**config.mk**
```make
export PLATFORM = sky130hd
export DESIGN_NAME = i2cByteResult
export DESIGN_NICKNAME = d
export VERILOG_FILES = /design/src/verilog/i2cCmdPkg.sv /design/src/verilog/i2cBusPkg.sv /design/src/verilog/i2cByteResult.sv
export VERILOG_INCLUDE_DIRS = /design/src /design/src/verilog
export SDC_FILE = /design/constraint.sdc
export NUM_CORES = 1
export LEC_CHECK = 0
export BUFFER_PORTS_ARGS = -buffer_cell sky130_fd_sc_hd__buf_4
export CORE_AREA = 4 4 41 43
export DETAILED_ROUTE_END_ITERATION = 6
export DIE_AREA = 0 0 45 47
export RECOVER_POWER = 25
export SLEW_MARGIN = 0
export SYNTH_ARGS = -nofsm -noshare
export SYNTH_HDL_FRONTEND = slang
export SYNTH_SLANG_ARGS = --single-unit
```
**constraint.sdc**
```tcl
create_clock -name clk -period 1.2 [get_ports clk]
set_clock_uncertainty 0.1 [all_clocks]
set_input_delay 0 -clock clk [delete_from_list [all_inputs] [get_ports clk]]
set_output_delay 0 -clock clk [all_outputs]
set_load 0.01 [all_outputs]
```
**src/verilog/i2c_config.svh**
```systemverilog
`ifndef I2C_CONFIG_SVH
`define I2C_CONFIG_SVH

// clk cycles per quarter of the SCL period
`define I2C_QUARTER_CYCLES 5

// quarter divider counter width
`define I2C_DIV_WIDTH 8

// bits per bus byte without the ACK bit
`define I2C_DATA_WIDTH 8

// bit counter width, counts 8 data bits plus the ACK bit
`define I2C_BIT_INDEX_WIDTH 4

// SDA level in the ninth bit
`define I2C_ACK_LEVEL 1'b0
`define I2C_NACK_LEVEL 1'b1

`endif
```
**src/verilog/i2cCmdPkg.sv**
```systemverilog
`include "i2c_config.svh"

package i2cCmdPkg;

	// host command type
	typedef enum logic
	{
		cmdWrite = 1'b0, // send one byte, address or data
		cmdRead = 1'b1 // fetch one byte from the slave
	} cmdOp_e;

	// one host command, one bus byte with optional START and STOP around it
	typedef struct packed
	{
		cmdOp_e op; // write or read
		logic start; // START before the byte
		logic stop; // STOP after the byte
		logic last; // read only, answer with NACK
		logic [`I2C_DATA_WIDTH-1:0] data; // byte to send, unused on a read
	} i2cCmd_t;

	// one response per command, in command order
	typedef struct packed
	{
		cmdOp_e op; // echo of the command op
		logic ack; // ACK bit was low on the bus
		logic [`I2C_DATA_WIDTH-1:0] data; // read byte, or the byte seen on the bus for a write
	} i2cResp_t;

endpackage

```
**src/verilog/i2cBusPkg.sv**
```systemverilog
`include "i2c_config.svh"

package i2cBusPkg;

	// what the bit engine has to put on the bus
	typedef enum logic [1:0]
	{
		stepStart = 2'd0, // START from idle
		stepByteOut = 2'd1, // 8 bits out, slave ACK in
		stepByteIn = 2'd2, // 8 bits in, master ACK out
		stepStop = 2'd3 // STOP, bus goes idle
	} busStepKind_e;

	typedef struct packed
	{
		busStepKind_e kind;
		logic [`I2C_DATA_WIDTH-1:0] data; // byteOut payload
		logic nack; // byteIn, release SDA in the ACK bit
	} busStep_t;

	// result of one byte step
	typedef struct packed
	{
		i2cCmdPkg::cmdOp_e op; // derived from the step kind
		logic ack; // ninth bit sampled low
		logic [`I2C_DATA_WIDTH-1:0] data; // 8 bits sampled on SDA
	} byteOutcome_t;

	// bit engine phases
	typedef enum logic [2:0]
	{
		phaseIdle = 3'd0, // both lines released
		phaseStart = 3'd1, // SDA low under high SCL, then SCL low
		phaseBitLow = 3'd2, // SCL low half, SDA set up
		phaseBitHigh = 3'd3, // SCL high half, SDA sampled at the end
		phaseStop = 3'd4, // SCL rises with SDA low
		phaseHold = 3'd5 // SCL held low between steps
	} enginePhase_e;

endpackage

```
**src/verilog/i2cByteResult.sv**
```systemverilog
`timescale 1ns/100ps

module i2cByteResult
(
	input logic clk,
	input logic reset,
	input i2cBusPkg::byteOutcome_t outcome,
	input logic outcomeValid,
	output logic outcomeReady,
	output i2cCmdPkg::i2cResp_t resp,
	output logic respValid,
	input logic respReady
);

	logic take; // outcome moves into the response register

	assign outcomeReady = !respValid; // single entry, full stalls the engine
	assign take = outcomeValid && outcomeReady;

	// response payload
	always_ff @(posedge clk)
	begin
		if (take)
		begin
			resp.op <= outcome.op;
			// ninth bit as seen on SDA
			// master ACK for a read, slave ACK for a write
			resp.ack <= outcome.ack;
			resp.data <= outcome.data;
		end
	end

	// valid flag
	always_ff @(posedge clk)
	begin
		if (!reset)
		begin
			respValid <= 1'b0;
		end
		else if (take)
		begin
			respValid <= 1'b1; // one cycle after the outcome handshake
		end
		else if (respReady)
		begin
			respValid <= 1'b0; // host took it
		end
	end

endmodule

```
==> results of run 1 <==
==> layout by cell type, fill, tap and decap left out <==
cell           instances
inv_1                  1
buf_12                 1
dfxtp_1                1
dlygate4sd3_1         13
nor2b_2                1
clkbuf_4              11
nand2_1                1
buf_4                 17
clkbuf_1               1
o211a_1                1
edfxtp_1              10
==> stage by stage <==
stage / instances / setup slack (ns)
floorplan: 15 / 0.0570
global placement: 56 / 0.187
detailed placement: 56 / 0.148
CTS: 73 / 0.143
global route: 73 / 0.112
finish: 73 / 0.134
==> cell families after synthesis <==
family / count (synthesis) / share of synthesized area
flip-flops: 11 / 0.931
buffers and inverters: 1 / 0.0109
AO/OA/AOI/OAI: 1 / 0.0291
AND/OR/NAND/NOR: 2 / 0.0291
==> cells in the mapped netlist <==
| library cell | number | area [um2] |
|---|---|---|
| edfxtp_1 | 10 | 300 |
| nand2_1 | 1 | 3.75 |
| inv_1 | 1 | 3.75 |
| dfxtp_1 | 1 | 20.0 |
| o211a_1 | 1 | 10.0 |
| nor2b_1 | 1 | 6.26 |
==> layer usage <==
metal | up-vias | global-route usage
li1 | 145 | -
met1 | 125 | 0.0766
met2 | 19 | 0.195
met3 | 0 | 0.0268
met4 | 0 | 0.0702
met5 | - | 0
==> final timing paths <==
path | endpoint
setup / recovery | resp[4]$_DFFE_PP_
hold / removal | resp[2]$_DFFE_PP_
setup reg to reg | resp[4]$_DFFE_PP_
hold reg to reg | respValid$_SDFFE_PN0P_
==> critical path: cells and delay by family <==
| kind | cells | cell delay (ns) |
|---|---|---|
| buffers and inverters | 3 | 0.77 |
| and+or+nand+nor | 1 | 0.18 |
==> sequential cells by signal (all words and copies together), names as in the netlist <==
register and flops:
respValid 1, resp 10
==> power breakdown <==
part           switching (uW)  internal (uW)
logic                    47.4           94.8
clock network             114            128
registers                9.22            446
==> area by class of cell <==
cell class                 count  area share
sequential                    11       0.439
tap                           15      0.0257
multi-input combinational      3      0.0309
inverter                       1     0.00515
timing repair buffer          39       0.463
clock buffer                   4      0.0360
==> flow_metrics.py, run 1 <==
metrics = {
    "run_status": {
        "status": "finished clean",
    },
    "yosys": {
        "synth_nets": 29,
        "yosysWarnings": 0,
        "synth_area_um2": 344,
        "ys_ff_latch": 11,
        "avgSynthCellArea_um2": 22.9,
        "ys_types": 6,
        "seq_area_frac_synth": 0.931,
        "synth_cells": 15,
    },
    "die": {
        "fp.coreArea_mm2": 0.00130,
        "die_area_mm2": 0.00212,
        "rows": 13,
        "die_h_um": 47,
        "initial_utilization": 0.264,
        "die_w_um": 45,
        "io_pins": 26,
    },
    "finish": {
        "diodes": 0,
        "multi_input_area_um2": 22.5,
        "fillerInstances": 118,
        "area_delta_synth_final_pct": 112,
        "final_nets": 73,
        "fin_util": 0.561,
        "seq_area_um2": 320,
        "drive_above_1_share": 0.517,
        "final_area_um2": 729,
    },
    "route": {
        "wl_met1_um": 295,
        "vias_per_cell": 3.96,
        "routed_wirelength_um": 898,
        "routed-wl-met2_um": 508,
        "initialDrtViolationCount": 3,
        "dr_wl_met3_um": 94,
        "topRoutingLayerUsed": "met3",
        "drtAntennaViolNets": 0,
        "wl_per_cell_um": 12.3,
        "drc": 0,
        "vias": 289,
        "dr.pass1.iters": 2,
    },
    "worst_setup_path": {
        "critPathRequiredTime_ns": 1.08,
        "r2r-start": "respValid$_SDFFE_PN0P_",
        "critPathLaunch": "outcomeValid",
        "cp.arrival_ns": 0.95,
        "reg2reg_slack_ns": 0.14,
        "cp-end-kind": "flop",
        "slowest_stage": "dlygate4sd3_1",
        "crit_path_cell_trace": "dlygate4sd3_1 -> buf_4 -> nor2b_2 -> buf_12",
        "cp_max_fo": 10,
        "critPathLaunchType": "input pin",
        "worstSetupPathType": "input pin to flop",
        "cp_slowest_stage_delay_ns": 0.52,
        "reg2reg_depth": 2,
    },
    "clocking": {
        "cts.sinks": 11,
        "cts_tree": "done",
        "cts_buffers": 3,
        "postCtsSetupRepairBufs": 0,
        "path_clk_slew_ns": 0.07,
        "clockBufferDepth": 2,
        "clock_latency_ns": 0.26,
        "cts_resized": 0,
        "cts-htree-levels": 1,
        "cts_hold_buffers": 13,
        "cts_root_buf": "clkbuf_4",
    },
    "power_and_ir_drop": {
        "power_uw": 840,
        "power.density_mw_per_mm2": 1150,
        "leakage_uw": 0.000318,
        "ir_drop_mv": 0.639,
    },
    "timing": {
        "min_period_ns": 1.07,
        "timing.setup.tns_ns": 0,
        "slew_headroom": 0.879,
        "hold_slack_ns": 0.367,
        "setup_viol": 0,
        "tightest_slew_ns": 0.181,
        "timing.fmax_mhz": 938,
        "report.final.slew_viol_count": 0,
        "hold_viol_final": 0,
        "rsz0062_at_grt": "false",
        "period_share": 0.888,
    },
    "grt": {
        "grt_max_degree": 11,
        "grt_util_all_layers": 0.0965,
        "grt-ovfl-total": 0,
        "antenna_found_initial": 0,
        "grt_pass1_vias": 314,
        "grt_pass1_wl_mm": 1.31,
    },
    "min_path": {
        "hold_path_depth": 2,
        "hp-class": "input pin to flop",
        "holdCritStartpoint": "outcome[2]",
    },
    "job": {
        "drv_cap": 0,
    },
    "placed_design": {
        "hpwl_um": 670,
        "port-buffer-count": 25,
        "gp_congestion": 0.690,
        "placed_area_um2": 573,
    },
}
Power figures use the tool's default switching activity.
==> inputs of run 2 (changes only) <==
--- a/config.mk
+++ b/config.mk
@@ -10,6 +10,7 @@
 export CORE_AREA = 4 4 41 43
 export DETAILED_ROUTE_END_ITERATION = 6
 export DIE_AREA = 0 0 45 47
+export PLACE_DENSITY = 0.57
 export RECOVER_POWER = 25
 export SLEW_MARGIN = 0
 export SYNTH_ARGS = -nofsm -noshare
==> flow_metrics.py, run 2 (same netlist as run 1, synthesis figures left out) <==
metrics = {
    "power_and_ir_drop": {
        "power.density_mw_per_mm2": 1130,
        "leakage_uw": 0.000319,
        "ir_drop_mv": 0.513,
    },
    "finish": {
        "final_cells": 74,
        "largest_reg_flops": 10,
        "top_register": "resp",
        "reg.largest.list": "resp x10, respValid x1",
        "fillerInstances": 116,
        "diodes": 0,
        "final_nets": 74,
        "mostFrequentLayoutCells": "19 x buf_4, 13 x dlygate4sd3_1, 11 x clkbuf_4",
        "area_delta_synth_final_pct": 111,
        "final_common_cell": "buf_4",
        "drive_above_1_share": 0.525,
    },
    "worst_setup_path": {
        "r2r-start": "respValid$_SDFFE_PN0P_",
        "crit_path_cell_trace": "dlygate4sd3_1 -> buf_4 -> nor2b_2 -> buf_4",
        "worstSetupPathType": "input pin to flop",
        "cp-end-kind": "flop",
        "reg2reg_depth": 2,
        "cp.arrival_ns": 0.98,
        "crit_path_frequent_cell": "buf_4",
        "critPathRequiredTime_ns": 1.12,
        "reg2reg_slack_ns": 0.18,
        "cp_max_fo": 5,
        "cpLargestDelayFamily": "buffers and inverters",
        "slowest_stage": "dlygate4sd3_1",
        "critPathLaunchType": "input pin",
        "cp_num_buf_inv": 3,
        "critical_path_depth": 4,
        "cp_slowest_stage_delay_ns": 0.54,
        "reg2reg_to": "resp[4]$_DFFE_PP_",
    },
    "placed_design": {
        "port-buffer-count": 25,
        "placed_cells": 57,
        "gp_congestion": 0.593,
    },
    "die": {
        "io_pins": 26,
        "die_h_um": 47,
        "die_area_mm2": 0.00212,
        "rows": 13,
        "initial_utilization": 0.264,
        "fp.coreArea_mm2": 0.00130,
        "die_w_um": 45,
    },
    "grt": {
        "grt_max_degree": 7,
        "grt_pass1_vias": 296,
        "grt_util_all_layers": 0.0798,
        "grt_pass1_wl_mm": 1.19,
        "antenna_found_initial": 0,
        "grt-ovfl-total": 0,
    },
    "route": {
        "wl_per_cell_um": 10.3,
        "vias_per_cell": 3.86,
        "routed-wl-met2_um": 418,
        "dr.pass1.iters": 2,
        "topRoutingLayerUsed": "met4",
        "wl_met1_um": 276,
        "drtAntennaViolNets": 0,
        "dr_wl_met3_um": 64,
        "drc": 0,
        "routed_wirelength_um": 764,
        "vias": 286,
        "initialDrtViolationCount": 2,
    },
    "timing": {
        "timing.setup.tns_ns": 0,
        "setup_viol": 0,
        "rsz0062_at_grt": "false",
        "timing.fmax_mhz": 945,
        "slew_headroom": 0.878,
        "report.final.slew_viol_count": 0,
        "tightest_slew_ns": 0.183,
        "hold_viol_final": 0,
        "period_share": 0.882,
        "min_period_ns": 1.06,
    },
    "clocking": {
        "path_clk_slew_ns": 0.06,
        "cts.sinks": 11,
        "cts_buffers": 3,
        "cts_root_buf": "clkbuf_4",
        "cts_resized": 0,
        "cts_tree": "done",
        "cts-htree-levels": 1,
        "clock_latency_ns": 0.25,
        "clockBufferDepth": 2,
    },
    "min_path": {
        "hp-class": "input pin to flop",
        "holdPathEnd": "resp[0]$_DFFE_PP_",
        "holdCritStartpoint": "outcome[0]",
        "hold_path_depth": 2,
    },
    "job": {
        "drv_cap": 0,
    },
    "run_status": {
        "status": "finished clean",
    },
}
==> run 2: cell types whose count changed in the layout (fill, tap and decap cells not counted) <==
cell,change
buf_12,-1
buf_4,+2
==> run 2: what timing repair did <==
| action | CTS | global route |
|---|---|---|
| setup buffers | 0 | 0 |
| endpoints found under the hold margin | 11 | 0 |
| hold buffers | 13 | 0 |
==> run 2: metal layers <==
layer | GRT usage | up-vias
met5 | 0 | -
met4 | 0.0526 | 0
met3 | 0.0307 | 2
met2 | 0.147 | 13
met1 | 0.0723 | 126
li1 | - | 145
==> run 2: where the power goes <==
group	switching, uW	leakage, uW	internal [uW]
Clock	101	0.0000150	128
Sequential	8.39	0.000104	446
Combinational	44.8	0.000200	91.4
Total	154	0.000319	665
==> run 2: worst max path at each step <==
| stage | startpoint | end |
|---|---|---|
| global placement | respValid$_SDFFE_PN0P_ | resp[1]$_DFFE_PP_ |
| floorplan | respValid$_SDFFE_PN0P_ | resp[0]$_DFFE_PP_ |
| detailed placement | respValid$_SDFFE_PN0P_ | resp[0]$_DFFE_PP_ |
| global route | outcomeValid | resp[5]$_DFFE_PP_ |
| CTS | outcomeValid | resp[0]$_DFFE_PP_ |
| finish | outcomeValid | resp[4]$_DFFE_PP_ |
==> run 2: worst register-to-register path: cells and delay by family (launching register included) <==
family,cells,cell delay [ns]
flip-flops,1,0.35
buffers and inverters,1,0.15
AND/OR/NAND/NOR,1,0.14
==> run 2: cell type report <==
cell class              instances  area (um2)  area share
flip-flops and latches         11         320       0.442
well taps                      15        18.8      0.0259
clock buffers                   4        26.3      0.0363
multi-input cells               3        22.5      0.0311
repair buffers                 40         333       0.459
inverters                       1        3.75     0.00518
==> run 2: through the flow <==
step	utilization	instance area, um2	worst slack [ns]	hold slack (ns)	total power, uW
global placement	0.437	568	0.207	0.0791	565
CTS	0.557	724	0.150	0.358	833
detailed placement	0.437	568	0.190	0.0797	569
floorplan	-	347	0.0570	-0.00113	489
global route	0.557	724	0.0880	0.385	847
finish	0.557	724	0.142	0.367	819
