### config.mk
export PLATFORM = sky130hd
export DESIGN_NAME = i2cCommandDecode
export DESIGN_NICKNAME = d
export VERILOG_FILES = /design/src/verilog/i2cCmdPkg.sv /design/src/verilog/i2cBusPkg.sv /design/src/verilog/i2cCommandDecode.sv
export VERILOG_INCLUDE_DIRS = /design/src /design/src/verilog
export SDC_FILE = /design/constraint.sdc
export NUM_CORES = 1
export LEC_CHECK = 0
export ABC_AREA = 1
export CORE_MARGIN = 8
export CORE_UTILIZATION = 40
export CTS_CLUSTER_DIAMETER = 100
export DETAILED_ROUTE_END_ITERATION = 16
export DONT_BUFFER_PORTS = 1
export PLACE_DENSITY = 0.66
export SLEW_MARGIN = 20
export SYNTH_ARGS = -nofsm -noshare
export SYNTH_HDL_FRONTEND = slang
export SYNTH_SLANG_ARGS = --single-unit
### constraint.sdc
create_clock -name clk -period 1.2 [get_ports clk]
set_clock_uncertainty 0.15 [all_clocks]
set_input_delay 0.18 -clock clk [delete_from_list [all_inputs] [get_ports clk]]
set_output_delay 0.18 -clock clk [all_outputs]
set_load 0.02 [all_outputs]
### src/verilog/i2c_config.svh
`ifndef I2C_CONFIG_SVH
`define I2C_CONFIG_SVH

// clk cycles per quarter of the SCL period
`define I2C_QUARTER_CYCLES 5

// quarter divider counter width
`define I2C_DIV_WIDTH 8

// bits per bus byte without the ACK bit
`define I2C_DATA_WIDTH 8

// bit counter width, counts 8 data bits plus the ACK bit
`define I2C_BIT_INDEX_WIDTH 4

// SDA level in the ninth bit
`define I2C_ACK_LEVEL 1'b0
`define I2C_NACK_LEVEL 1'b1

`endif
### src/verilog/i2cCmdPkg.sv
`include "i2c_config.svh"

package i2cCmdPkg;

	// host command type
	typedef enum logic
	{
		cmdWrite = 1'b0, // send one byte, address or data
		cmdRead = 1'b1 // fetch one byte from the slave
	} cmdOp_e;

	// one host command, one bus byte with optional START and STOP around it
	typedef struct packed
	{
		cmdOp_e op; // write or read
		logic start; // START before the byte
		logic stop; // STOP after the byte
		logic last; // read only, answer with NACK
		logic [`I2C_DATA_WIDTH-1:0] data; // byte to send, unused on a read
	} i2cCmd_t;

	// one response per command, in command order
	typedef struct packed
	{
		cmdOp_e op; // echo of the command op
		logic ack; // ACK bit was low on the bus
		logic [`I2C_DATA_WIDTH-1:0] data; // read byte, or the byte seen on the bus for a write
	} i2cResp_t;

endpackage

### src/verilog/i2cBusPkg.sv
`include "i2c_config.svh"

package i2cBusPkg;

	// what the bit engine has to put on the bus
	typedef enum logic [1:0]
	{
		stepStart = 2'd0, // START from idle
		stepByteOut = 2'd1, // 8 bits out, slave ACK in
		stepByteIn = 2'd2, // 8 bits in, master ACK out
		stepStop = 2'd3 // STOP, bus goes idle
	} busStepKind_e;

	typedef struct packed
	{
		busStepKind_e kind;
		logic [`I2C_DATA_WIDTH-1:0] data; // byteOut payload
		logic nack; // byteIn, release SDA in the ACK bit
	} busStep_t;

	// result of one byte step
	typedef struct packed
	{
		i2cCmdPkg::cmdOp_e op; // derived from the step kind
		logic ack; // ninth bit sampled low
		logic [`I2C_DATA_WIDTH-1:0] data; // 8 bits sampled on SDA
	} byteOutcome_t;

	// bit engine phases
	typedef enum logic [2:0]
	{
		phaseIdle = 3'd0, // both lines released
		phaseStart = 3'd1, // SDA low under high SCL, then SCL low
		phaseBitLow = 3'd2, // SCL low half, SDA set up
		phaseBitHigh = 3'd3, // SCL high half, SDA sampled at the end
		phaseStop = 3'd4, // SCL rises with SDA low
		phaseHold = 3'd5 // SCL held low between steps
	} enginePhase_e;

endpackage

### src/verilog/i2cCommandDecode.sv
`timescale 1ns/100ps

module i2cCommandDecode
(
	input logic clk,
	input logic reset,
	input i2cCmdPkg::i2cCmd_t cmd,
	input logic cmdValid,
	output logic cmdReady,
	output i2cBusPkg::busStep_t step,
	output logic stepValid,
	input logic stepReady
);

	// which step of the latched command is on offer
	typedef enum logic [1:0]
	{
		decIdle = 2'd0,
		decStart = 2'd1,
		decByte = 2'd2,
		decStop = 2'd3
	} decState_e;

	decState_e state; // step sequencer
	i2cCmdPkg::i2cCmd_t cmdReg; // command being decoded

	assign cmdReady = (state == decIdle); // one command at a time
	assign stepValid = (state != decIdle); // step follows acceptance by one cycle

	always_ff @(posedge clk)
	begin
		if (cmdValid && cmdReady)
		begin
			cmdReg <= cmd; // hold the command for all its steps
		end
	end

	// START, byte, STOP in that order, START and STOP optional
	always_ff @(posedge clk)
	begin
		if (!reset)
		begin
			state <= decIdle;
		end
		else
		begin
			case (state)
				decIdle:
				begin
					if (cmdValid)
					begin
						state <= cmd.start ? decStart : decByte;
					end
				end
				decStart:
				begin
					if (stepReady)
					begin
						state <= decByte; // START taken by the engine
					end
				end
				decByte:
				begin
					if (stepReady)
					begin
						state <= cmdReg.stop ? decStop : decIdle;
					end
				end
				decStop:
				begin
					if (stepReady)
					begin
						state <= decIdle;
					end
				end
				default:
				begin
					state <= decIdle;
				end
			endcase
		end
	end

	// step payload from the latched command
	always_comb
	begin
		step.data = cmdReg.data; // only byteOut uses it
		step.nack = 1'b0;
		case (state)
			decStart: step.kind = i2cBusPkg::stepStart;
			decStop: step.kind = i2cBusPkg::stepStop;
			default:
			begin
				if (cmdReg.op == i2cCmdPkg::cmdRead)
				begin
					step.kind = i2cBusPkg::stepByteIn;
					step.nack = cmdReg.last; // last read of a burst gets NACK
				end
				else
				begin
					step.kind = i2cBusPkg::stepByteOut;
				end
			end
		endcase
	end

endmodule

==> results of run 1 <==
==> metal layers <==
| layer | wire [µm] | up-vias | track usage |
|---|---|---|---|
| li1 | - | 203 | - |
| met1 | 482 | 191 | 0.08943 |
| met2 | 624 | 16 | 0.1367 |
| met3 | 129 | 2 | 0.06443 |
| met4 | 11 | 0 | 0.05462 |
| met5 | 0 | - | 0 |
==> registers in the layout, summed over array words and instances (netlist names) <==
| name | cells |
|---|---|
| cmdReg | 3 |
| state | 2 |
| step | 8 |
==> final cells by class <==
class                      instances  area share
clock buffer                       4     0.03009
inverter                           7     0.04011
sequential                        13      0.4269
multi-input combinational         24      0.1805
tap                               15     0.02149
timing repair inverter             1    0.008596
timing repair buffer              25      0.2923
==> timing repair <==
item	4_1_cts	5_1_grt
cloned	0	1
endpoints found under the setup margin	5	18
setup buffers	3	1
resized for setup	16	9
endpoints found under the hold margin	13	0
pin swaps	5	6
hold buffers	15	0
==> kinds of logic after synthesis <==
family | after synthesis | synth area share
simple gates | 21 | 0.1622
buf+inv | 15 | 0.1533
flops | 13 | 0.6578
compound gates | 3 | 0.02666
==> worst max path at each step <==
| stage | start | to | cells past startpoint |
|---|---|---|---|
| 3_5_place_dp | state[1]$_SDFFE_PN0P_ | cmdReg[9]$_DFFE_PP_ | 3 |
| 5_1_grt | state[1]$_SDFFE_PN0P_ | cmdReady | 3 |
| 6_report | state[0]$_SDFFE_PN0P_ | step[9] | 3 |
| 4_1_cts | cmdReg[11]$_DFFE_PP_ | step[9] | 2 |
| 2_1_floorplan | state[1]$_SDFFE_PN0P_ | cmdReg[11]$_DFFE_PP_ | 3 |
| 3_3_place_gp | state[1]$_SDFFE_PN0P_ | cmdReg[11]$_DFFE_PP_ | 3 |
==> power groups by stage <==
stage	sequential, mW	clock (mW)	combinational [mW]
2_1_floorplan	0.636	0	0.336
3_3_place_gp	0.684	0	0.383
3_5_place_dp	0.686	0	0.384
4_1_cts	0.671	0.268	0.563
5_1_grt	0.679	0.295	0.693
6_report	0.670	0.251	0.644
==> Yosys cell counts <==
| cell type | count | area share |
|---|---|---|
| edfxtp_1 | 11 | 0.59 |
| inv_2 | 1 | 0.0067 |
| a21oi_1 | 1 | 0.0089 |
| nand2_2 | 1 | 0.011 |
| inv_1 | 6 | 0.040 |
| nor2_2 | 1 | 0.011 |
| nand2_1 | 13 | 0.087 |
| o21ai_0 | 2 | 0.018 |
| dfxtp_1 | 2 | 0.071 |
| nor2_1 | 2 | 0.013 |
| nand3_1 | 3 | 0.027 |
| buf_4 | 8 | 0.11 |
| nand3b_1 | 1 | 0.013 |
==> worst max-delay path, delay by kind of cell (launching register included) <==
kind,cells,cell delay (ps)
flops,1,330
compound gates,1,140
buf+inv,2,260
==> metrics by stage <==
stage | TNS (ps) | hold slack (ps) | utilization
after floorplan | -759.0 | 128.9 | -
after CTS | -1684 | 4.414 | 0.6356
after global routing | -1884 | 17.47 | 0.6712
after global placement | 0 | 128.9 | 0.4442
final | -1005 | 20.84 | 0.6712
after detailed placement | 0 | 128.9 | 0.4442
==> impl_metrics.toml, run 1 <==
[run_status]
outcome = "finished, violations left"
violations = "negative setup slack"

[placement]
dpl.hpwl_um = 807.9
gp_congestion = 0.8358
dp_slack_ps = 16.55
dp_cells = 65
postPlaceCellArea_um2 = 578.1
io_buffer_count = 0

[critical_path]
end_kind = "output port"
ff2ff_path_depth = 4
cp_slowest_stage_delay_ps = 330
worstPathMaxFanout = 5
crit_path_start_kind = "flip-flop"
cp_common_cell = "buf_6"
reg2reg_from = "state[1]$_SDFFE_PN0P_"
r2r_end = "step[5]$_DFFE_PP_"
cp_slowest_cell = "dfxtp_2"
arrival_ps = 1000
required_ps = 870
crit_chain = "buf_6, o21ai_2, buf_6"
r2r_slack_ps = -50
crit_type = "flip-flop to output port"

[global_route]
grt_max_degree = 12
grt_util_all_layers = 0.09065
grt_pass1_wl_um = 1883
gr-total-overflow = 0
antenna_found_initial = 0
grt_pass1_vias = 452

[worst_hold_path]
hold_end = "state[0]$_SDFFE_PN0P_"
hp-class = "primary input to flip-flop"
hold_depth = 3
worstHoldStart = "cmdValid"

[clock_tree]
path_clk_slew_ps = 70
htreeDepth = 1
cts_root_buf = "clkbuf_4"
clkSinkCount = 13
cts.path.max_buffers = 2
clock_latency_ps = 270
cts_tree = "yes"
cts_buffers = 3

[die]
rows = 13
die-height_um = 53.52
coreArea_um2 = 1301
dieArea_um2 = 2864
io_pins = 29
die_w_um = 53.52
initial_utilization = 0.4327

[final_layout]
antenna_cells = 0
drive_above_1_share = 0.4054
final_nets = 91
area.sequential_um2 = 372.9
final_common_cell = "dlygate4sd3_1"
fillers = 99
multi_input_area_um2 = 157.7
area_delta_synth_final_pct = 55.11
most-common-layout-cells = "15 x dlygate4sd3_1, 11 x edfxtp_1, 8 x buf_6"
instances_no_fill = 89
design_area_um2 = 873.3

[sta]
hold_viol = 0
rsz0062_at_grt = "true"
fin_crit_ps = 1328
setup_violations = 18
drv_slew = 0
setup_ws_ps = -127.6
clock.fmax_mhz = 753.2
relSlewSlack = 0.8512
worst_pin_slew_ps = 223.7
final.period_utilization = 1.106

[run]
maxCapViolCount = 0

[logic_synthesis]
syn_area_per_cell_um2 = 10.83
ys_seq_area_frac = 0.6578
syn-num-nets = 68
synthCells = 52
yosysUniqueCellTypes = 13
ys_warn_count = 0
synth.cell_area_um2 = 563.0
ys_ff_latch = 13

[pwr]
intPower_mw = 1.012
ir_worst_vdd_mv = 1.060
power_density_nw_per_um2 = 1792
p_leak_nw = 0.3740
p_clk_frac = 0.161
switching_share = 0.3532
fin_total_pwr_mw = 1.565
power_frac_comb = 0.411
p_sw_mw = 0.5527
seqPwrFrac = 0.428

[drt]
drt_iter0_drc = 3
ant_nets = 0
vias = 412
dr.pass1.iters = 3
drt_wl_total_um = 1248
vias_per_cell = 4.629
wl_per_cell_um = 14.02
drc = 0
(Power assumes the default switching activity.)
==> inputs of run 2 (changes only) <==
CELL_PAD_IN_SITES_DETAIL_PLACEMENT = 0   (was not set)
CELL_PAD_IN_SITES_GLOBAL_PLACEMENT = 1   (was not set)
CORE_UTILIZATION = 37   (was 40)
PLACE_DENSITY = 0.78   (was 0.66)
==> impl_metrics.toml, run 2 (same netlist as run 1, synthesis figures left out) <==
[run_status]
outcome = "finished, violations left"
violations = "negative setup slack"

[final_layout]
area_delta_synth_final_pct = 50.89
final_nets = 91
drive_above_1_share = 0.4054
design_area_um2 = 849.6
final_common_cell = "dlygate4sd3_1"
most-common-layout-cells = "15 x dlygate4sd3_1, 11 x edfxtp_1, 8 x nand2_1"
antenna_cells = 0
final_util = 0.5774
instances_no_fill = 90
largest_reg_flops = 8

[die]
dieArea_um2 = 3026
coreArea_um2 = 1471
die-height_um = 55.01
die_w_um = 55.01
rows = 14
io_pins = 29
initial_utilization = 0.3827

[critical_path]
arrival_ps = 1010
ff2ff_path_depth = 4
worstPathMaxFanout = 4
end_kind = "output port"
required_ps = 870
crit_path_start_kind = "flip-flop"
crit_type = "flip-flop to output port"
r2r_end = "step[4]$_DFFE_PP_"
reg2reg_from = "state[0]$_SDFFE_PN0P_"
r2r_slack_ps = -110

[worst_hold_path]
worstHoldStart = "stepReady"
hp-class = "primary input to flip-flop"
hold_end = "state[0]$_SDFFE_PN0P_"
hold_depth = 3

[clock_tree]
clkSinkCount = 13
cts_root_buf = "clkbuf_4"
path_clk_slew_ps = 70
cts.path.max_buffers = 2
clock_latency_ps = 270
htreeDepth = 1
cts_buffers = 3
cts_tree = "yes"

[placement]
gp_congestion = 0.8354
dp_slack_ps = 0.2855
dpl.hpwl_um = 975.7
io_buffer_count = 0
postPlaceCellArea_um2 = 579.3
dp_cells = 66

[sta]
hold_viol = 0
drv_slew = 0
fin_crit_ps = 1343
relSlewSlack = 0.8484
worst_pin_slew_ps = 227.8
rsz0062_at_grt = "true"
setup_violations = 18
final.period_utilization = 1.120
setup_tns_ps = -1805
whs_ps = 52.62
clock.fmax_mhz = 744.4
setup_ws_ps = -143.4

[global_route]
grt_util_all_layers = 0.1020
grt_pass1_wl_um = 2125
grt_max_degree = 8
grt_pass1_vias = 472
antenna_found_initial = 0
gr-total-overflow = 0

[drt]
drc = 0
vias = 417
drt_iter0_drc = 1
ant_nets = 0
vias_per_cell = 4.633
wl_per_cell_um = 15.61
dr.pass1.iters = 3
drt_wl_total_um = 1405

[pwr]
power_density_nw_per_um2 = 1830
fin_total_pwr_mw = 1.555
p_leak_nw = 0.3592
ir_worst_vdd_mv = 0.9940

[run]
maxCapViolCount = 0
==> run 2: cell count changes in the layout (fill, tap and decap cells not counted), moves of 2 or more <==
cell / delta
buf_4: +3
nand2_4: -2
buf_6: -3
inv_2: +2
==> run 2: how the worst max path moves through the flow <==
stage,to,start,cells past startpoint
finish,cmdReady,state[0]$_SDFFE_PN0P_,3
global route,step[9],state[0]$_SDFFE_PN0P_,3
CTS,cmdReady,state[0]$_SDFFE_PN0P_,3
detailed placement,step[3]$_DFFE_PP_,state[0]$_SDFFE_PN0P_,3
global placement,step[8]$_DFFE_PP_,state[0]$_SDFFE_PN0P_,3
floorplan,cmdReg[11]$_DFFE_PP_,state[1]$_SDFFE_PN0P_,3
==> run 2: what timing repair did <==
action	CTS	global route
setup buffers	4	0
pin swaps	2	2
setup endpoints to repair	16	18
gates resized for setup	15	5
cloned	1	0
hold endpoints to repair	13	0
hold buffers	15	0
==> run 2: where the power goes <==
group	total (mW)	switching [mW]	leakage, nW	internal (mW)
clock	0.258	0.130	0.0150	0.129
sequential	0.679	0.0894	0.122	0.589
combinational	0.618	0.341	0.223	0.277
total	1.55	0.560	0.359	0.995
==> run 2: worst max-delay path: stages (launching register included) <==
cell     delay (ps)
dfxtp_4         360
buf_4           140
nor2_4          100
buf_6           140
==> run 2: per-layer routing <==
metal,up-vias,global-route usage,part of all wire
met3,8,0.02941,0.081
met4,0,0.1040,0.054
li1,204,-,-
met5,-,0,0
met2,21,0.1736,0.52
met1,184,0.09291,0.34
==> run 2: area by class of cell <==
type	instances	area [µm²]
repair buffers	25	244.0
clock buffers	4	26.28
inverters	7	32.53
repair inverters	1	7.507
multi-input cells	24	143.9
fillers	124	621.8
well taps	16	20.02
flip-flops and latches	13	375.4
