File: src/verilog/i2c_config.svh
`ifndef I2C_CONFIG_SVH
`define I2C_CONFIG_SVH

// clk cycles per quarter of the SCL period
`define I2C_QUARTER_CYCLES 5

// quarter divider counter width
`define I2C_DIV_WIDTH 8

// bits per bus byte without the ACK bit
`define I2C_DATA_WIDTH 8

// bit counter width, counts 8 data bits plus the ACK bit
`define I2C_BIT_INDEX_WIDTH 4

// SDA level in the ninth bit
`define I2C_ACK_LEVEL 1'b0
`define I2C_NACK_LEVEL 1'b1

`endif
File: src/verilog/i2cCmdPkg.sv
`include "i2c_config.svh"

package i2cCmdPkg;

	// host command type
	typedef enum logic
	{
		cmdWrite = 1'b0, // send one byte, address or data
		cmdRead = 1'b1 // fetch one byte from the slave
	} cmdOp_e;

	// one host command, one bus byte with optional START and STOP around it
	typedef struct packed
	{
		cmdOp_e op; // write or read
		logic start; // START before the byte
		logic stop; // STOP after the byte
		logic last; // read only, answer with NACK
		logic [`I2C_DATA_WIDTH-1:0] data; // byte to send, unused on a read
	} i2cCmd_t;

	// one response per command, in command order
	typedef struct packed
	{
		cmdOp_e op; // echo of the command op
		logic ack; // ACK bit was low on the bus
		logic [`I2C_DATA_WIDTH-1:0] data; // read byte, or the byte seen on the bus for a write
	} i2cResp_t;

endpackage

File: src/verilog/i2cBusPkg.sv
`include "i2c_config.svh"

package i2cBusPkg;

	// what the bit engine has to put on the bus
	typedef enum logic [1:0]
	{
		stepStart = 2'd0, // START from idle
		stepByteOut = 2'd1, // 8 bits out, slave ACK in
		stepByteIn = 2'd2, // 8 bits in, master ACK out
		stepStop = 2'd3 // STOP, bus goes idle
	} busStepKind_e;

	typedef struct packed
	{
		busStepKind_e kind;
		logic [`I2C_DATA_WIDTH-1:0] data; // byteOut payload
		logic nack; // byteIn, release SDA in the ACK bit
	} busStep_t;

	// result of one byte step
	typedef struct packed
	{
		i2cCmdPkg::cmdOp_e op; // derived from the step kind
		logic ack; // ninth bit sampled low
		logic [`I2C_DATA_WIDTH-1:0] data; // 8 bits sampled on SDA
	} byteOutcome_t;

	// bit engine phases
	typedef enum logic [2:0]
	{
		phaseIdle = 3'd0, // both lines released
		phaseStart = 3'd1, // SDA low under high SCL, then SCL low
		phaseBitLow = 3'd2, // SCL low half, SDA set up
		phaseBitHigh = 3'd3, // SCL high half, SDA sampled at the end
		phaseStop = 3'd4, // SCL rises with SDA low
		phaseHold = 3'd5 // SCL held low between steps
	} enginePhase_e;

endpackage

File: src/verilog/i2cBitEngine.sv
`timescale 1ns/100ps

`include "i2c_config.svh"

module i2cBitEngine
(
	input logic clk,
	input logic reset,
	input i2cBusPkg::busStep_t step,
	input logic stepValid,
	output logic stepReady,
	output i2cBusPkg::byteOutcome_t outcome,
	output logic outcomeValid,
	input logic outcomeReady,
	input logic sdaIn,
	output logic sclRelease,
	output logic sdaRelease
);

	localparam logic [`I2C_DIV_WIDTH-1:0] quarterLast = `I2C_QUARTER_CYCLES - 1;
	localparam logic [`I2C_BIT_INDEX_WIDTH-1:0] ackBitIndex = `I2C_DATA_WIDTH; // ninth bit

	i2cBusPkg::enginePhase_e phase;
	logic [`I2C_DIV_WIDTH-1:0] divCount; // clk cycles inside a quarter
	logic [1:0] quarter; // quarter inside the phase
	logic [`I2C_BIT_INDEX_WIDTH-1:0] bitCount; // 0..7 data, 8 ACK
	logic [`I2C_DATA_WIDTH-1:0] shiftReg; // out MSB first, bus samples shift in at the LSB
	logic isRead; // current byte is a byteIn
	logic nackReg; // byteIn answers NACK
	logic activePhase; // divider runs
	logic quarterEnd;
	logic halfEnd; // second quarter of a half done
	logic phaseDone;
	logic txBit; // SDA release value during a bit
	logic stepTake;

	assign activePhase = (phase == i2cBusPkg::phaseStart) || (phase == i2cBusPkg::phaseBitLow)
		|| (phase == i2cBusPkg::phaseBitHigh) || (phase == i2cBusPkg::phaseStop);
	assign quarterEnd = activePhase && (divCount == quarterLast);
	assign halfEnd = quarterEnd && quarter[0];
	// START and STOP span 4 quarters, a bit half spans 2
	assign phaseDone = ((phase == i2cBusPkg::phaseStart) || (phase == i2cBusPkg::phaseStop))
		? (halfEnd && quarter[1]) : halfEnd;

	// no new step while an outcome waits, SCL stays low meanwhile
	assign stepReady = ((phase == i2cBusPkg::phaseIdle) || (phase == i2cBusPkg::phaseHold))
		&& !outcomeValid;
	assign stepTake = stepValid && stepReady;

	always_comb
	begin
		if (bitCount == ackBitIndex)
		begin
			// master ACK on reads, slave drives it on writes
			txBit = isRead ? (nackReg ? `I2C_NACK_LEVEL : `I2C_ACK_LEVEL) : 1'b1;
		end
		else
		begin
			txBit = isRead ? 1'b1 : shiftReg[`I2C_DATA_WIDTH-1]; // slave owns SDA on reads
		end
	end

	// open-drain levels per phase
	always_comb
	begin
		case (phase)
			i2cBusPkg::phaseStart:
			begin
				sclRelease = !quarter[1]; // high first half, low second half
				sdaRelease = 1'b0;
			end
			i2cBusPkg::phaseBitLow:
			begin
				sclRelease = 1'b0;
				sdaRelease = txBit; // SDA moves with SCL low
			end
			i2cBusPkg::phaseBitHigh:
			begin
				sclRelease = 1'b1;
				sdaRelease = txBit;
			end
			i2cBusPkg::phaseStop:
			begin
				sclRelease = quarter[1]; // SDA rises on the way back to idle
				sdaRelease = 1'b0;
			end
			i2cBusPkg::phaseHold:
			begin
				sclRelease = 1'b0; // master keeps the clock
				sdaRelease = 1'b1;
			end
			default:
			begin
				sclRelease = 1'b1;
				sdaRelease = 1'b1;
			end
		endcase
	end

	// quarter divider
	always_ff @(posedge clk)
	begin
		if (!reset || !activePhase)
		begin
			divCount <= '0;
			quarter <= 2'd0;
		end
		else if (quarterEnd)
		begin
			divCount <= '0;
			quarter <= phaseDone ? 2'd0 : quarter + 2'd1;
		end
		else
		begin
			divCount <= divCount + 1'b1;
		end
	end

	// phase machine and bit counter
	always_ff @(posedge clk)
	begin
		if (!reset)
		begin
			phase <= i2cBusPkg::phaseIdle;
			bitCount <= '0;
			outcomeValid <= 1'b0;
		end
		else
		begin
			if (outcomeValid && outcomeReady)
			begin
				outcomeValid <= 1'b0;
			end
			case (phase)
				i2cBusPkg::phaseIdle, i2cBusPkg::phaseHold:
				begin
					if (stepTake)
					begin
						bitCount <= '0;
						case (step.kind)
							i2cBusPkg::stepStart: phase <= i2cBusPkg::phaseStart;
							i2cBusPkg::stepStop: phase <= i2cBusPkg::phaseStop;
							default: phase <= i2cBusPkg::phaseBitLow;
						endcase
					end
				end
				i2cBusPkg::phaseStart:
				begin
					if (phaseDone)
					begin
						phase <= i2cBusPkg::phaseHold; // both lines low, ready for the byte
					end
				end
				i2cBusPkg::phaseBitLow:
				begin
					if (phaseDone)
					begin
						phase <= i2cBusPkg::phaseBitHigh;
					end
				end
				i2cBusPkg::phaseBitHigh:
				begin
					if (phaseDone)
					begin
						if (bitCount == ackBitIndex)
						begin
							phase <= i2cBusPkg::phaseHold;
							outcomeValid <= 1'b1; // one cycle after the ACK high half
						end
						else
						begin
							phase <= i2cBusPkg::phaseBitLow;
							bitCount <= bitCount + 1'b1;
						end
					end
				end
				i2cBusPkg::phaseStop:
				begin
					if (phaseDone)
					begin
						phase <= i2cBusPkg::phaseIdle;
					end
				end
				default:
				begin
					phase <= i2cBusPkg::phaseIdle;
				end
			endcase
		end
	end

	// byte datapath, loaded per step and sampled at the end of each high half
	always_ff @(posedge clk)
	begin
		if (stepTake)
		begin
			shiftReg <= step.data;
			isRead <= (step.kind == i2cBusPkg::stepByteIn);
			nackReg <= step.nack;
		end
		else if (phase == i2cBusPkg::phaseBitHigh && phaseDone)
		begin
			if (bitCount == ackBitIndex)
			begin
				outcome.op <= isRead ? i2cCmdPkg::cmdRead : i2cCmdPkg::cmdWrite;
				outcome.ack <= (sdaIn == `I2C_ACK_LEVEL);
				outcome.data <= shiftReg; // sampled bits, the echo on a write
			end
			else
			begin
				shiftReg <= {shiftReg[`I2C_DATA_WIDTH-2:0], sdaIn};
			end
		end
	end

endmodule

File: config.mk
export PLATFORM = sky130hd
export DESIGN_NAME = i2cBitEngine
export DESIGN_NICKNAME = d
export VERILOG_FILES = /design/src/verilog/i2cCmdPkg.sv /design/src/verilog/i2cBusPkg.sv /design/src/verilog/i2cBitEngine.sv
export VERILOG_INCLUDE_DIRS = /design/src /design/src/verilog
export SDC_FILE = /design/constraint.sdc
export NUM_CORES = 1
export LEC_CHECK = 0
export BUFFER_PORTS_ARGS = -buffer_cell sky130_fd_sc_hd__buf_2
export CAP_MARGIN = 20
export CORE_MARGIN = 1
export CORE_UTILIZATION = 50
export DETAILED_ROUTE_END_ITERATION = 8
export PLACE_DENSITY = 0.77
export SLEW_MARGIN = 20
export SYNTH_ARGS = -nofsm -noshare
export SYNTH_HDL_FRONTEND = slang
export SYNTH_SLANG_ARGS = --single-unit
File: constraint.sdc
create_clock -name clk -period 2.2 [get_ports clk]
set_input_delay 0.22 -clock clk [delete_from_list [all_inputs] [get_ports clk]]
set_output_delay 0.22 -clock clk [all_outputs]
set_load 0.01 [all_outputs]
==> results of run 1 <==
==> stage by stage <==
step | hold WS, ns | area [um^2]
final | 0.0540 | 2150
after global routing | 0.0325 | 2150
after CTS | 0.0422 | 2150
after floorplan | 0.319 | 1830
after global placement | 0.399 | 2040
after detailed placement | 0.402 | 2040
==> registers in the layout, indices dropped and copies added, names as in the netlist <==
register      count
outcome          10
divCount          8
shiftReg          8
bitCount          4
phase             3
quarter           2
isRead            1
nackReg           1
outcomeValid      1
==> worst register-to-register path, cell delays in order (launching register included) <==
cell,delay [ns]
dfxtp_1,0.38
inv_1,0.08
ha_1,0.13
nor4b_2,0.28
nand4_1,0.35
nand2_1,0.40
==> path summary, 6_finish.rpt <==
check                                             from                     to  slack, ns  cells past startpoint
worst max-delay path             phase[1]$_SDFFE_PN0P_             sdaRelease       0.26                      5
worst min-delay path                           step[0]      nackReg$_DFFE_PP_       0.05                      1
worst max register to register  divCount[0]$_SDFF_PP0_  shiftReg[1]$_DFFE_PP_       0.26                      5
worst min register to register   shiftReg[2]$_DFFE_PP_   outcome[2]$_DFFE_PP_       0.47                      0
==> report_power, final <==
| part | total [mW] | switching [mW] | internal [mW] | leakage, nW |
|---|---|---|---|---|
| Clock | 0.585 | 0.230 | 0.355 | 0.0554 |
| Sequential | 1.00 | 0.0782 | 0.922 | 0.331 |
| Combinational | 0.647 | 0.333 | 0.314 | 0.474 |
==> synth_stat cells, drive strengths merged <==
cell | n | area share (%)
xnor2 | 3 | 1.4
o21bai | 2 | 0.82
inv | 11 | 2.3
a221o | 1 | 0.55
and4b | 1 | 0.55
buf | 3 | 1.1
a21boi | 1 | 0.41
mux2i | 3 | 1.6
nor3b | 5 | 2.0
nor3 | 3 | 0.82
a2111o | 1 | 0.61
or3 | 2 | 0.68
nand3 | 10 | 2.7
nor2 | 15 | 3.1
dfxtp | 18 | 20
nand4 | 3 | 1.0
nor4b | 1 | 0.82
mux2 | 8 | 6.3
nor2b | 4 | 1.4
nand2 | 7 | 1.4
edfxtp | 20 | 33
nand3b | 1 | 0.41
o21a | 3 | 1.2
nand2b | 3 | 1.0
and3 | 5 | 1.7
o31ai | 2 | 0.82
a21oi | 3 | 0.82
o21ai | 7 | 1.9
or4b | 1 | 0.75
clkbuf | 3 | 0.61
xor2 | 6 | 2.9
ha | 7 | 4.8
nand4b | 1 | 0.48
o22a | 1 | 0.48
==> logic make-up (layout without fill, tap and decap cells) <==
group | after synthesis | in the layout | synth area share, %
adders and majority gates | 7 | 7 | 4.78
DFF | 38 | 38 | 52.4
xor gates and xnor gates | 9 | 9 | 4.30
AOI/OAI and AO/OA | 21 | 21 | 7.64
and+or+nand+nor | 62 | 62 | 18.9
muxes | 11 | 11 | 7.99
buffers and inverters | 17 | 53 | 3.96
==> layout make-up <==
type	instances	share of cell area, %
clock buffers	5	1.75
clock inverters	3	3.20
inverters	11	1.92
multi-input cells	110	37.2
flip-flops and latches	38	44.7
well taps	46	2.68
repair buffers	34	8.50
==> routing by layer <==
metal / global-route usage (%) / part of all wire [%]
met4: 6.69 / 0.66
met3: 5.11 / 4.1
met5: 0 / 0
met1: 21.9 / 45
met2: 28.7 / 50
==> impl_metrics.ini, run 1 <==
[run_status]
status = complete, no violations

[worst_setup_path]
criticalPathCategory = register to primary output
cp_cell_sequence = buf_4, nor2_1, xnor2_1, o31ai_1, buf_2
crit_arrival_ns = 1.72
crit_fanout = 13
crit_required_ns = 1.98
slowest_stage = dfxtp_1
crit_path_start_kind = register
cp_top_family = flip-flops
critPathCaptureType = primary output
crit_buf_inv = 2
slowest_delay_ns = 0.46

[route]
antenna_left = 0
vias_per_cell = 5.30
wl_per_cell_um = 12.9
drc_errors = 0
drt-pass1-iter-count = 4
via_count = 1308
drtIter0Drc = 33
routed_wl_mm = 3.19

[global_route]
grt_pass1_vias = 1264
grt_usage_pct = 17.6
antenna_found_initial = 0
grt_first_pass_wirelength_mm = 5.42
grt_max_degree = 15
grt_overflow_total = 0

[synth]
yosysWarnings = 0
syn-num-nets = 188
syn-instance-count = 165
synth_area_um2 = 1830
ys_types = 37
ys_ff_latch = 38
yosysSeqAreaShare_pct = 52.4
synth.avg_cell_area_um2 = 11.1

[placement]
dp_hpwl_mm = 2.43
io_buffers = 29
gp_congestion = 0.826
dp.cells = 239
pre_cts_ws_ns = 0.267

[clock_network]
hold_buffers = 0
clk_latency_ns = 0.34
post_cts_resized = 0
clockBufferDepth = 2
numCtsBuffers = 5
cts_num_sinks = 38
path_clk_slew_ns = 0.11
cts_tree = done
cts_root_buffer = clkbuf_4
cts_setup_buffers = 0
cts_htree_levels = 2

[final_layout]
fillers = 296
fin_util_pct = 62.9
final_cells = 247
multi_input_area_um2 = 800
fin_nets = 223
drive_above_1_share_pct = 25.9
final_cell_mix = buf_2, edfxtp_1, dfxtp_1, nor2_1, inv_1
seqCellArea_um2 = 961
diodes = 0
final_common_cell = buf_2
syn2layout_area_growth_pct = 17.2

[timing]
skew_ns = 0.00818
hold_viol = 0
slew_headroom_pct = 75.2
rsz0062_at_grt = false
finalSetupTns_ns = 0
worst_pin_slew_ns = 0.369
fin_ws_ns = 0.256
finalSetupViolations = 0
fin_crit_sh_pct = 88.4
drv_slew = 0
min_period_ns = 1.94
timing.fmax_mhz = 514

[power_and_ir_drop]
p_leak_nw = 0.861
power_density_nw_per_um2 = 1040
finalPower_mw = 2.23
irDropWorstVdd_mv = 0.664

[floorplanning]
core_um2 = 3420
num_rows = 21
die_w_um = 62.5
num_io_pins = 30
fp.dieH_um = 62.5
start_util_pct = 53.7
die_area_um2 = 3910

[run]
cap_violations = 0

[worst_hold_path]
hold_class = input pin to register
Note: power is estimated with default switching activity, not from simulation.
==> run 2, diff against run 1 <==
- PLACE_DENSITY: 0.77 -> unset
- PLACE_DENSITY_LB_ADDON: unset -> 0.12
==> impl_metrics.ini, run 2 (synthesized netlist as in run 1, its figures left out) <==
[route]
routed_wl_mm = 3.10
drc_errors = 0
vias_per_cell = 5.24
wl_per_cell_um = 12.6
via_count = 1295
drtIter0Drc = 59
antenna_left = 0
drt-pass1-iter-count = 4

[floorplanning]
core_um2 = 3420
start_util_pct = 53.7
die_w_um = 62.5
num_rows = 21
num_io_pins = 30
fp.dieH_um = 62.5
die_area_um2 = 3910

[worst_setup_path]
criticalPathCategory = register to primary output
r2r_start = divCount[0]$_SDFF_PP0_
startpoint = bitCount[0]$_SDFFE_PN0P_
crit_path_start_kind = register
crit_arrival_ns = 1.74
r2r_setup_slack_ns = 0.35
crit_required_ns = 1.98
reg2regPathDepth = 5
crit_end = sdaRelease
rr_endpoint = shiftReg[6]$_DFFE_PP_
critPathCaptureType = primary output
crit_fanout = 6

[final_layout]
final_cells = 247
drive_above_1_share_pct = 25.9
top_register = outcome
largest_reg_flops = 10
largestRegisters = outcome x10, divCount x8, shiftReg x8
diodes = 0
final_cell_mix = buf_2, edfxtp_1, dfxtp_1, nor2_1, inv_1
final_common_cell = buf_2
syn2layout_area_growth_pct = 17.2
fin_nets = 223
fin_util_pct = 62.9

[timing]
rsz0062_at_grt = false
finalSetupViolations = 0
slew_headroom_pct = 73.6
finalSetupTns_ns = 0
drv_slew = 0
fin_crit_sh_pct = 89.0
min_period_ns = 1.96
hold_viol = 0
worst_pin_slew_ns = 0.394
fin_ws_ns = 0.243
skew_ns = 0.0168
timing.fmax_mhz = 511

[global_route]
grt_overflow_total = 0
antenna_found_initial = 0
grt_usage_pct = 17.6
grt_max_degree = 15
grt_first_pass_wirelength_mm = 5.33
grt_pass1_vias = 1199

[power_and_ir_drop]
finalPower_mw = 2.24
p_leak_nw = 0.861
irDropWorstVdd_mv = 0.638
power_density_nw_per_um2 = 1040

[placement]
dp.cells = 239
io_buffers = 29
dp_hpwl_mm = 2.20
gp_congestion = 0.814
pre_cts_ws_ns = 0.351

[clock_network]
clk_latency_ns = 0.35
cts_tree = done
cts_root_buffer = clkbuf_4
clockBufferDepth = 2
cts_htree_levels = 2
hold_buffers = 0
numCtsBuffers = 5
cts_setup_buffers = 0
post_cts_resized = 0
cts_num_sinks = 38
path_clk_slew_ns = 0.13

[worst_hold_path]
hold_class = input pin to register

[run_status]
status = complete, no violations

[run]
cap_violations = 0
run 2: cell counts in the layout (fill, tap and decap cells not counted):
No cell type changed its count.
run 2: routing by layer:
| metal | track usage (%) | share of wire, % | up-vias |
|---|---|---|---|
| li1 | - | - | 652 |
| met1 | 24.0 | 49 | 609 |
| met2 | 26.2 | 46 | 29 |
| met3 | 4.56 | 3.5 | 5 |
| met4 | 7.85 | 1.4 | 0 |
| met5 | 0 | 0 | - |
run 2: worst min-delay path by stage:
stage	to	start	depth (start not counted)	slack, ns
detailed placement	nackReg$_DFFE_PP_	step[0]	1	0.40
finish	nackReg$_DFFE_PP_	step[0]	1	0.04
floorplan	nackReg$_DFFE_PP_	step[0]	0	0.32
global placement	nackReg$_DFFE_PP_	step[0]	1	0.40
CTS	nackReg$_DFFE_PP_	step[0]	1	0.02
global route	nackReg$_DFFE_PP_	step[0]	1	0.02
run 2: where the power goes:
part | internal [mW] | leakage (nW) | switching, mW
clock network | 0.356 | 0.0554 | 0.243
registers | 0.921 | 0.331 | 0.0705
logic | 0.314 | 0.474 | 0.337
total | 1.59 | 0.861 | 0.651
run 2: stage by stage:
step / cell area, um^2 / hold WS [ns]
after floorplan: 1830 / 0.319
after global placement: 2040 / 0.396
after detailed placement: 2040 / 0.399
after CTS: 2150 / 0.0230
after global routing: 2150 / 0.0189
final: 2150 / 0.0375
run 2: layout make-up:
| class | count | area (um^2) |
|---|---|---|
| fillers | 283 | 1270 |
| flip-flops and latches | 38 | 961 |
| multi-input cells | 110 | 800 |
| repair buffers | 34 | 183 |
| clock inverters | 3 | 68.8 |
| well taps | 46 | 57.6 |
| inverters | 11 | 41.3 |
| clock buffers | 5 | 37.5 |
run 2: worst max-delay path: stages (launching register included):
cell      delay [ns]
dfxtp_1         0.36
inv_1           0.06
ha_1            0.14
nand3b_1        0.09
buf_4           0.17
nor3b_1         0.13
o31ai_1         0.26
buf_2           0.19
